File: src/common/mips_pkg.sv
package mips_pkg;

    ////////////////////////////////////////////////////////////
    // Processor-side data widths.
    ////////////////////////////////////////////////////////////

    typedef logic [7:0]  byte_t;       // One UART byte.
    typedef logic [31:0] word_t;       // Instruction, register or latch word.
    typedef logic [4:0]  reg_index_t;  // Register-file index.

    // All-ones word ends a program image.
    localparam word_t HALT_WORD = 32'hFFFF_FFFF;

    localparam int BYTES_PER_WORD = 4;  // Word travels as four bytes.

endpackage
File: src/common/debug_pkg.sv
package debug_pkg;

    ////////////////////////////////////////////////////////////
    // Host protocol opcodes.
    ////////////////////////////////////////////////////////////

    typedef enum logic [3:0] {
        CMD_RESET,     // Byte 0x00.
        CMD_PC_ACK,    // Byte 0x01.
        CMD_RUN_CONT,  // Byte 0x03.
        CMD_RUN_STEP,  // Byte 0x07.
        CMD_ACK_B3,    // Byte 0x08.
        CMD_ACK_B2,    // Byte 0x10.
        CMD_ACK_B1,    // Byte 0x18.
        CMD_ACK_B0,    // Byte 0x20.
        CMD_ACK_END,   // Byte 0x28.
        CMD_NONE       // Anything else.
    } host_cmd_e;

    ////////////////////////////////////////////////////////////
    // Run controller and report sequencing.
    ////////////////////////////////////////////////////////////

    typedef enum logic [2:0] {
        ST_IDLE,
        ST_SOFT_RESET,
        ST_WAIT_PC_ACK,
        ST_LOAD,
        ST_WAIT_START,
        ST_RUN,
        ST_REPORT
    } ctrl_state_e;

    typedef enum logic [1:0] {
        SRC_LATCH,     // Pipeline-latch word.
        SRC_REGISTER,  // Register-file word.
        SRC_END_MARK   // Single closing byte.
    } report_src_e;

    typedef logic [4:0] report_index_t;

    localparam mips_pkg::byte_t BYTE_PC_READY = 8'h01;  // Sent once soft reset is done.
    localparam mips_pkg::byte_t BYTE_END_MARK = 8'h0B;  // Closes a report.

endpackage

File: src/common/report_if.sv
interface report_if;
    import debug_pkg::*;

    logic          start;  // Pulse, one item requested.
    report_src_e   src;    // Held until done.
    report_index_t index;  // Held until done.
    logic          done;   // Pulse after the last acknowledge.

    modport requester (
        output start, src, index,
        input  done
    );

    modport sender (
        input  start, src, index,
        output done
    );

endinterface

File: src/common/rx_if.sv
interface rx_if;
    import mips_pkg::*;
    import debug_pkg::*;

    logic      strobe;     // One cycle per received byte.
    byte_t     data;
    host_cmd_e cmd;
    logic      cmd_valid;  // Strobe with a known opcode.

    modport source  (output strobe, data, cmd, cmd_valid);
    modport loader  (input strobe, data);
    modport control (input cmd_valid, cmd);

endinterface

File: src/debug_unit.sv
module debug_unit #(
    parameter int N_LATCH_WORDS   = 13,
    parameter int N_REGISTERS     = 32,
    parameter int PROG_ADDR_WIDTH = 10
) (
    input  logic                     i_clock,
    input  logic                     i_reset,
    input  logic                     i_rx_done,
    input  mips_pkg::byte_t          i_data_rx,
    input  logic                     i_soft_reset_ack,
    input  logic                     i_halt,
    input  mips_pkg::word_t          i_latch_word,
    input  mips_pkg::word_t          i_reg_word,
    output logic                     o_tx_start,
    output mips_pkg::byte_t          o_data_tx,
    output logic                     o_soft_reset,
    output logic                     o_prog_write,
    output logic [PROG_ADDR_WIDTH-1:0] o_prog_addr,
    output mips_pkg::word_t          o_prog_data,
    output logic                     o_run_enable,
    output logic                     o_step_mode,
    output debug_pkg::report_index_t o_latch_select,
    output mips_pkg::reg_index_t     o_reg_index
);

    rx_if     rx_bus ();
    report_if report_bus ();

    logic load_active;
    logic load_done;
    logic pc_ready;

    rx_frontend u_rx_frontend (
        .i_clock   (i_clock),
        .i_reset   (i_reset),
        .i_rx_done (i_rx_done),
        .i_data_rx (i_data_rx),
        .rx        (rx_bus.source)
    );

    program_loader #(
        .PROG_ADDR_WIDTH (PROG_ADDR_WIDTH)
    ) u_program_loader (
        .i_clock       (i_clock),
        .i_reset       (i_reset),
        .i_load_active (load_active),
        .rx            (rx_bus.loader),
        .o_prog_write  (o_prog_write),
        .o_prog_addr   (o_prog_addr),
        .o_prog_data   (o_prog_data),
        .o_load_done   (load_done)
    );

    run_control #(
        .N_LATCH_WORDS (N_LATCH_WORDS),
        .N_REGISTERS   (N_REGISTERS)
    ) u_run_control (
        .i_clock          (i_clock),
        .i_reset          (i_reset),
        .rx               (rx_bus.control),
        .i_soft_reset_ack (i_soft_reset_ack),
        .i_halt           (i_halt),
        .i_load_done      (load_done),
        .o_load_active    (load_active),
        .o_soft_reset     (o_soft_reset),
        .o_run_enable     (o_run_enable),
        .o_step_mode      (o_step_mode),
        .o_pc_ready       (pc_ready),
        .rep              (report_bus.requester)
    );

    report_serializer u_report_serializer (
        .i_clock        (i_clock),
        .i_reset        (i_reset),
        .rx             (rx_bus.control),
        .rep            (report_bus.sender),
        .i_pc_ready     (pc_ready),
        .i_latch_word   (i_latch_word),
        .i_reg_word     (i_reg_word),
        .o_latch_select (o_latch_select),
        .o_reg_index    (o_reg_index),
        .o_tx_start     (o_tx_start),
        .o_data_tx      (o_data_tx)
    );

endmodule

File: src/report_serializer.sv
module report_serializer (
    input  logic                     i_clock,
    input  logic                     i_reset,
    rx_if.control                    rx,
    report_if.sender                 rep,
    input  logic                     i_pc_ready,
    input  mips_pkg::word_t          i_latch_word,
    input  mips_pkg::word_t          i_reg_word,
    output debug_pkg::report_index_t o_latch_select,
    output mips_pkg::reg_index_t     o_reg_index,
    output logic                     o_tx_start,
    output mips_pkg::byte_t          o_data_tx
);
    import mips_pkg::*;
    import debug_pkg::*;

    localparam int POS_W = $clog2(BYTES_PER_WORD);

    logic             busy;
    logic [POS_W-1:0] pos;       // Byte now on the line.
    logic [POS_W-1:0] byte_pos;  // Byte to load next.
    word_t            word;
    byte_t            word_byte;
    byte_t            tx_byte;
    host_cmd_e        expected_ack;
    logic             ack_ok;
    logic             last_byte;
    logic             tx_fire;

    assign o_latch_select = (rep.src == SRC_LATCH) ? rep.index : '0;
    assign o_reg_index    = (rep.src == SRC_REGISTER) ? reg_index_t'(rep.index) : '0;

    assign word      = (rep.src == SRC_LATCH) ? i_latch_word : i_reg_word;
    assign byte_pos  = rep.start ? POS_W'(BYTES_PER_WORD - 1) : pos - 1'b1;
    assign word_byte = word[{byte_pos, 3'b000} +: 8];

    always_comb begin
        if (rep.src == SRC_END_MARK) begin
            expected_ack = CMD_ACK_END;
        end else begin
            case (pos)
                2'd3:    expected_ack = CMD_ACK_B3;
                2'd2:    expected_ack = CMD_ACK_B2;
                2'd1:    expected_ack = CMD_ACK_B1;
                default: expected_ack = CMD_ACK_B0;
            endcase
        end
    end

    // Wrong opcodes are simply ignored.
    assign ack_ok    = busy && rx.cmd_valid && (rx.cmd == expected_ack);
    assign last_byte = (rep.src == SRC_END_MARK) || (pos == '0);
    assign tx_fire   = rep.start || (ack_ok && !last_byte) || (i_pc_ready && !busy);

    always_comb begin
        if (!busy && !rep.start) begin
            tx_byte = BYTE_PC_READY;
        end else if (rep.src == SRC_END_MARK) begin
            tx_byte = BYTE_END_MARK;
        end else begin
            tx_byte = word_byte;
        end
    end

    ////////////////////////////////////////////////////////////
    // Transmit sequencing.
    ////////////////////////////////////////////////////////////

    always_ff @(posedge i_clock) begin
        if (!i_reset) begin
            busy       <= 1'b0;
            pos        <= '0;
            o_tx_start <= 1'b0;
            rep.done   <= 1'b0;
        end else begin
            o_tx_start <= tx_fire;
            rep.done   <= ack_ok && last_byte;
            if (rep.start) begin
                busy <= 1'b1;
                pos  <= byte_pos;  // MSB first.
            end else if (ack_ok) begin
                if (last_byte) begin
                    busy <= 1'b0;
                end else begin
                    pos <= byte_pos;
                end
            end
        end
    end

    always_ff @(posedge i_clock) begin
        if (tx_fire) begin
            o_data_tx <= tx_byte;  // Held until the next start.
        end
    end

endmodule

File: src/run_control/run_control.sv
module run_control #(
    parameter int N_LATCH_WORDS = 13,
    parameter int N_REGISTERS   = 32
) (
    input  logic        i_clock,
    input  logic        i_reset,
    rx_if.control       rx,
    input  logic        i_soft_reset_ack,
    input  logic        i_halt,
    input  logic        i_load_done,
    output logic        o_load_active,
    output logic        o_soft_reset,
    output logic        o_run_enable,
    output logic        o_step_mode,
    output logic        o_pc_ready,
    report_if.requester rep
);
    import debug_pkg::*;

    ctrl_state_e state;
    ctrl_state_e next_state;
    logic        start_cmd;
    logic        req_busy;
    logic        report_last;

    assign start_cmd   = rx.cmd_valid && (rx.cmd == CMD_RUN_CONT || rx.cmd == CMD_RUN_STEP);
    assign report_last = rep.done && (rep.src == SRC_END_MARK);

    ////////////////////////////////////////////////////////////
    // Session FSM.
    ////////////////////////////////////////////////////////////

    always_comb begin
        next_state = state;
        case (state)
            ST_IDLE: begin
                if (rx.cmd_valid && rx.cmd == CMD_RESET) begin
                    next_state = ST_SOFT_RESET;
                end
            end
            ST_SOFT_RESET: begin
                if (!i_soft_reset_ack) begin
                    next_state = ST_WAIT_PC_ACK;  // Processor has taken the reset.
                end
            end
            ST_WAIT_PC_ACK: begin
                if (rx.cmd_valid && rx.cmd == CMD_PC_ACK) begin
                    next_state = ST_LOAD;
                end
            end
            ST_LOAD: begin
                if (i_load_done) begin
                    next_state = ST_WAIT_START;
                end
            end
            ST_WAIT_START: begin
                if (start_cmd) begin
                    next_state = ST_RUN;
                end
            end
            ST_RUN: begin
                // A step lasts one cycle, a continuous run waits for halt.
                if (o_step_mode || i_halt) begin
                    next_state = ST_REPORT;
                end
            end
            ST_REPORT: begin
                if (report_last) begin
                    next_state = (!o_step_mode || i_halt) ? ST_IDLE : ST_WAIT_START;
                end
            end
            default: next_state = ST_IDLE;
        endcase
    end

    always_ff @(posedge i_clock) begin
        if (!i_reset) begin
            state       <= ST_IDLE;
            o_step_mode <= 1'b0;
            o_pc_ready  <= 1'b0;
            req_busy    <= 1'b0;
            rep.start   <= 1'b0;
            rep.src     <= SRC_LATCH;
            rep.index   <= '0;
        end else begin
            state      <= next_state;
            o_pc_ready <= (state == ST_SOFT_RESET) && !i_soft_reset_ack;  // Entry pulse.
            if (state == ST_WAIT_START && start_cmd) begin
                o_step_mode <= (rx.cmd == CMD_RUN_STEP);
            end

            // Report walk: latches, registers, then the end mark.
            rep.start <= 1'b0;
            if (state != ST_REPORT) begin
                req_busy  <= 1'b0;
                rep.src   <= SRC_LATCH;
                rep.index <= '0;
            end else if (!req_busy) begin
                rep.start <= 1'b1;
                req_busy  <= 1'b1;
            end else if (rep.done) begin
                req_busy <= 1'b0;
                case (rep.src)
                    SRC_LATCH: begin
                        if (rep.index == report_index_t'(N_LATCH_WORDS - 1)) begin
                            rep.src   <= SRC_REGISTER;
                            rep.index <= '0;
                        end else begin
                            rep.index <= rep.index + 1'b1;
                        end
                    end
                    SRC_REGISTER: begin
                        if (rep.index == report_index_t'(N_REGISTERS - 1)) begin
                            rep.src   <= SRC_END_MARK;
                            rep.index <= '0;
                        end else begin
                            rep.index <= rep.index + 1'b1;
                        end
                    end
                    default: rep.src <= SRC_END_MARK;  // FSM leaves the report here.
                endcase
            end
        end
    end

    assign o_load_active = (state == ST_LOAD);
    assign o_soft_reset  = (state != ST_SOFT_RESET);  // Active low.
    assign o_run_enable  = (state == ST_RUN);

endmodule

File: src/program_loader.sv
module program_loader #(
    parameter int PROG_ADDR_WIDTH = 10
) (
    input  logic                       i_clock,
    input  logic                       i_reset,
    input  logic                       i_load_active,
    rx_if.loader                       rx,
    output logic                       o_prog_write,
    output logic [PROG_ADDR_WIDTH-1:0] o_prog_addr,
    output mips_pkg::word_t            o_prog_data,
    output logic                       o_load_done
);
    import mips_pkg::*;

    localparam int CNT_W   = $clog2(BYTES_PER_WORD);
    localparam int SHIFT_W = $bits(word_t) - $bits(byte_t);

    logic [CNT_W-1:0]   byte_count;
    logic [SHIFT_W-1:0] shift_word;
    word_t              next_word;
    logic               word_ready;

    // Most significant byte arrives first.
    assign next_word  = {shift_word, rx.data};
    assign word_ready = i_load_active && rx.strobe &&
                        (byte_count == CNT_W'(BYTES_PER_WORD - 1));

    ////////////////////////////////////////////////////////////
    // Byte counter, address and strobes.
    ////////////////////////////////////////////////////////////

    always_ff @(posedge i_clock) begin
        if (!i_reset) begin
            byte_count   <= '0;
            o_prog_addr  <= '0;
            o_prog_write <= 1'b0;
            o_load_done  <= 1'b0;
        end else begin
            o_prog_write <= word_ready && (next_word != HALT_WORD);
            o_load_done  <= word_ready && (next_word == HALT_WORD);
            if (!i_load_active) begin
                byte_count  <= '0;  // Fresh image each load.
                o_prog_addr <= '0;
            end else begin
                if (rx.strobe) begin
                    byte_count <= byte_count + 1'b1;  // Wraps after last byte.
                end
                if (o_prog_write) begin
                    o_prog_addr <= o_prog_addr + 1'b1;
                end
            end
        end
    end

    always_ff @(posedge i_clock) begin
        if (rx.strobe) begin
            shift_word <= next_word[SHIFT_W-1:0];
        end
        if (word_ready) begin
            o_prog_data <= next_word;  // Valid with the write strobe.
        end
    end

endmodule

File: src/rx_frontend.sv
module rx_frontend (
    input  logic            i_clock,
    input  logic            i_reset,
    input  logic            i_rx_done,
    input  mips_pkg::byte_t i_data_rx,
    rx_if.source            rx
);
    import debug_pkg::*;

    logic rx_done_q;

    always_ff @(posedge i_clock) begin
        if (!i_reset) begin
            rx_done_q <= 1'b0;
        end else begin
            rx_done_q <= i_rx_done;
        end
    end

    // Byte is taken on the falling edge of rx_done.
    assign rx.strobe = rx_done_q && !i_rx_done;
    assign rx.data   = i_data_rx;

    always_comb begin
        case (i_data_rx)
            8'h00:   rx.cmd = CMD_RESET;
            8'h01:   rx.cmd = CMD_PC_ACK;
            8'h03:   rx.cmd = CMD_RUN_CONT;
            8'h07:   rx.cmd = CMD_RUN_STEP;
            8'h08:   rx.cmd = CMD_ACK_B3;
            8'h10:   rx.cmd = CMD_ACK_B2;
            8'h18:   rx.cmd = CMD_ACK_B1;
            8'h20:   rx.cmd = CMD_ACK_B0;
            8'h28:   rx.cmd = CMD_ACK_END;
            default: rx.cmd = CMD_NONE;  // Program bytes land here.
        endcase
    end

    assign rx.cmd_valid = rx.strobe && (rx.cmd != CMD_NONE);

endmodule

File: config.mk
export PLATFORM = sky130hd
export DESIGN_NAME = debug_unit
export DESIGN_NICKNAME = d
export VERILOG_FILES = /design/src/common/mips_pkg.sv /design/src/common/debug_pkg.sv /design/src/common/report_if.sv /design/src/common/rx_if.sv /design/src/debug_unit.sv /design/src/report_serializer.sv /design/src/run_control/run_control.sv /design/src/program_loader.sv /design/src/rx_frontend.sv
export SDC_FILE = /design/constraint.sdc
export NUM_CORES = 1
export LEC_CHECK = 0
export BUFFER_PORTS_ARGS = -buffer_cell sky130_fd_sc_hd__buf_2
export CAP_MARGIN = 0
export CORE_ASPECT_RATIO = 2
export CORE_MARGIN = 2
export CORE_UTILIZATION = 51
export CTS_BUF_LIST = sky130_fd_sc_hd__clkbuf_16
export CTS_CLUSTER_SIZE = 14
export DETAILED_ROUTE_END_ITERATION = 7
export PLACE_DENSITY = 0.9
export SYNTH_ARGS = -nofsm -noshare
export SYNTH_HDL_FRONTEND = slang
export SYNTH_SLANG_ARGS = --single-unit
File: constraint.sdc
create_clock -name i_clock -period 4.6 [get_ports i_clock]
set_clock_uncertainty 0.05 [all_clocks]
set_input_delay 0.46 -clock i_clock [delete_from_list [all_inputs] [get_ports i_clock]]
set_output_delay 0.46 -clock i_clock [all_outputs]
set_load 0.01 [all_outputs]
==> flow_metrics.py <==
metrics = {
    "critical_path": {
        "crit_path_max_incr_delay_ns": 0.55,
        "worstSetupStartpointType": "register",
        "cp-end-kind": "register",
        "crit_path_frequent_cell": "or3_1",
        "crit_slowest_cell": "dfxtp_1",
        "crit_chain": "nor2b_1, nor2_1, or3_1, a21oi_1, and3_2, or3_1",
        "path_class": "register to register",
        "arrival_ns": 2.53,
        "cp.required_ns": 4.56,
        "r2r_start": "u_run_control.rep.src[1]$_SDFFE_PP0P_",
        "critPathTopFamily": "simple AND/OR/NAND/NOR gates",
        "critPathLaunch": "u_run_control.rep.src[1]$_SDFFE_PP0P_",
        "critPathBufInv": 0,
        "worstPathMaxFanout": 11,
    },
    "grt": {
        "grt_first_pass_wirelength_um": 15500,
        "grt.total_usage_pct": 20.8,
        "grt_max_degree": 33,
        "first_global_vias": 3416,
        "grt-ovfl-total": 0,
        "antenna_found_initial": 0,
    },
    "route": {
        "final_antenna_net_count": 0,
        "drtIter0Drc": 212,
        "drcViolationCount": 0,
        "avgRoutedWirePerCell_um": 16.6,
        "routed_via_density": 5.71,
        "via_count": 3457,
        "first_pass_iters": 4,
        "drt_wl_total_um": 10000,
    },
    "pwr": {
        "pwr-share-comb_pct": 4.4,
        "ir_worst_vdd_mv": 0.219,
        "swShare_pct": 21.2,
        "p_clk_share_pct": 40.5,
        "p_sw_mw": 0.363,
        "p_leak_nw": 2.20,
        "power.internal_mw": 1.35,
        "power.density_nw_per_um2": 313,
        "power.total_mw": 1.71,
        "p_seq_share_pct": 55.0,
    },
    "timing": {
        "hold_violations": 0,
        "rsz0062_at_grt": "false",
        "worstMarginPinSlew_ns": 0.730,
        "fmax_mhz": 389,
        "finalSetupViolCount": 0,
        "fin_crit_ns": 2.57,
        "finalCritPeriodShare_pct": 55.8,
        "tns_ns": 0,
        "slew_viol_final": 0,
        "slew_headroom_pct": 51.3,
    },
    "yosys": {
        "dominantRegCellSynth": "edfxtp_1",
        "synth_enable_flop_cells": 64,
        "syn_area_um2": 4440,
        "ys_ff_latch": 98,
        "synthArstFlopShare_pct": 0,
        "ys.warnings.count": 0,
        "postSynthCellCount": 363,
        "seq_area_frac_synth_pct": 58.7,
        "yosysUniqueCellTypes": 51,
        "syn_avg_cell_area_um2": 12.2,
        "synth_fp_nets": 448,
    },
    "floorplan": {
        "rows": 48,
        "die_area_um2": 9500,
        "die_width_um": 69.9,
        "start_util_pct": 52.0,
        "coreArea_um2": 8530,
        "io_pins": 142,
        "fp.dieH_um": 136,
    },
    "cts": {
        "htreeDepth": 3,
        "clock_sinks": 98,
        "root_buffer": "clkbuf_16",
        "insertion_delay_ns": 0.34,
        "cts_made_buffers": 9,
        "path_clk_slew_ns": 0.07,
        "cts.path.max_buffers": 2,
        "cts_resized": 0,
        "postCtsSetupBuffers": 0,
        "cts_tree": "yes",
        "ctsHoldBuffers": 0,
    },
    "placed_design": {
        "gp_congestion": 0.861,
        "portBuffers": 141,
        "dpl_cell_area_um2": 5200,
        "hpwl_um": 7740,
    },
    "layout": {
        "drive_above_1_share_pct": 36.0,
        "seq_area_um2": 2600,
        "antenna_cells": 0,
        "post-route-cell-area_um2": 5480,
        "fill_cells": 664,
        "multi_input_area_um2": 1710,
        "final_cell_mix": "buf_2, edfxtp_1, nor2_1",
        "final_nets": 586,
        "syn_to_final_growth_pct": 23.5,
        "mostFrequentLayoutCell": "buf_2",
    },
    "hold_path": {
        "hold_path_class": "input port to register",
        "holdCritStartpoint": "i_soft_reset_ack",
    },
    "run": {
        "cap_violations": 0,
    },
    "run_status": {
        "outcome": "finished clean",
    },
}
[flip-flops by register name, indices dropped and copies added (netlist names), 2 cells and up]
register / cells
u_run_control.rep.src: 2
u_program_loader.o_prog_data: 32
u_run_control.state: 3
u_report_serializer.pos: 2
u_run_control.rep.index: 5
u_program_loader.shift_word: 24
u_program_loader.o_prog_addr: 10
u_program_loader.byte_count: 2
u_report_serializer.o_data_tx: 8
[layer usage]
metal	routed length (um)	vias up	track usage [%]	share of wire, %
met2	5780	153	41.5	58
li1	-	1630	-	-
met5	0	-	0	0
met1	3390	1654	19.8	34
met3	638	20	4.82	6.4
met4	206	0	8.23	2.1
[worst paths after layout]
path / to / slack, ns / cells past startpoint
min reg2reg: u_run_control.rep.start$_SDFF_PP0_ / 0.40 / 1
max: u_report_serializer.o_data_tx[0]$_SDFFCE_PP1P_ / 2.03 / 6
max reg2reg: u_report_serializer.o_data_tx[0]$_SDFFCE_PP1P_ / 2.03 / 6
min: u_run_control.o_pc_ready$_SDFF_PN0_ / 0.26 / 2
[cells by family after synthesis]
logic type                 after synthesis  synth area share [%]
muxes                                   21                  9.25
DFF                                     98                  58.7
and+or+nand+nor                        144                  16.7
AOI/OAI and AO/OA                       53                  7.93
xor gates and xnor gates                12                  2.37
adders and majority gates                8                  2.26
buffers and inverters                   27                  2.79
[synth_stat cells (all sizes together), types with 2 or more instances]
cell type  count  area, um^2
edfxtp        64        1920
and2           9        56.3
nor2          40         158
o31a           2        18.8
a211oi         4        30.0
nor2b          8        50.1
nor4           3        18.8
o21ai         15        78.8
xnor2          5        43.8
nand2b         5        31.3
nor3           9        45.0
buf            5        40.0
o22a           2        17.5
or3            6        42.5
o22ai          2        12.5
mux4          16         360
nand3b         3        22.5
and3b          2        17.5
xor2           7        61.3
nand4b         2        17.5
nand4         14        87.6
nand3          4        20.0
dfxtp         34         681
mux2i          5        50.1
a21oi         17        85.1
and3           5        32.5
a311oi         2        17.5
ha             8         100
clkbuf        11        42.5
inv           11        41.3
nand2         31         116
[power groups by stage]
| stage | Clock (mW) | Combinational, mW | Sequential [mW] |
|---|---|---|---|
| after CTS | 0.704 | 0.0755 | 0.942 |
| final | 0.694 | 0.0761 | 0.942 |
| after detailed placement | 0 | 0.0754 | 0.962 |
| after global placement | 0 | 0.0725 | 0.961 |
| after global routing | 0.738 | 0.0816 | 0.942 |
| after floorplan | 0 | 0.0348 | 0.960 |
[worst register-to-register path: cells and delay by family, from the launching register on]
kind / cells / cell delay (ns)
AOI/OAI and AO/OA: 1 / 0.29
DFF: 1 / 0.55
and+or+nand+nor: 5 / 1.34
[through the flow]
stage / setup WS [ns] / utilization (%) / hold WS [ns] / instances
finish: 2.03 / 64.2 / 0.261 / 605
global route: 1.85 / 64.2 / 0.260 / 605
CTS: 2.06 / 64.2 / 0.254 / 605
detailed placement: 1.83 / 61.0 / 0.377 / 590
global placement: 1.91 / 61.0 / 0.375 / 590
floorplan: 1.13 / - / 0.363 / 363
[cell type report]
cell class	instances	area share, %
Inverter	11	0.754
Tap cell	100	2.28
Clock buffer	9	4.11
Multi-Input combinational cell	238	31.3
Timing Repair Buffer	143	13.2
Sequential cell	98	47.5
Clock inverter	6	0.891
Power figures use the tool's default switching activity.
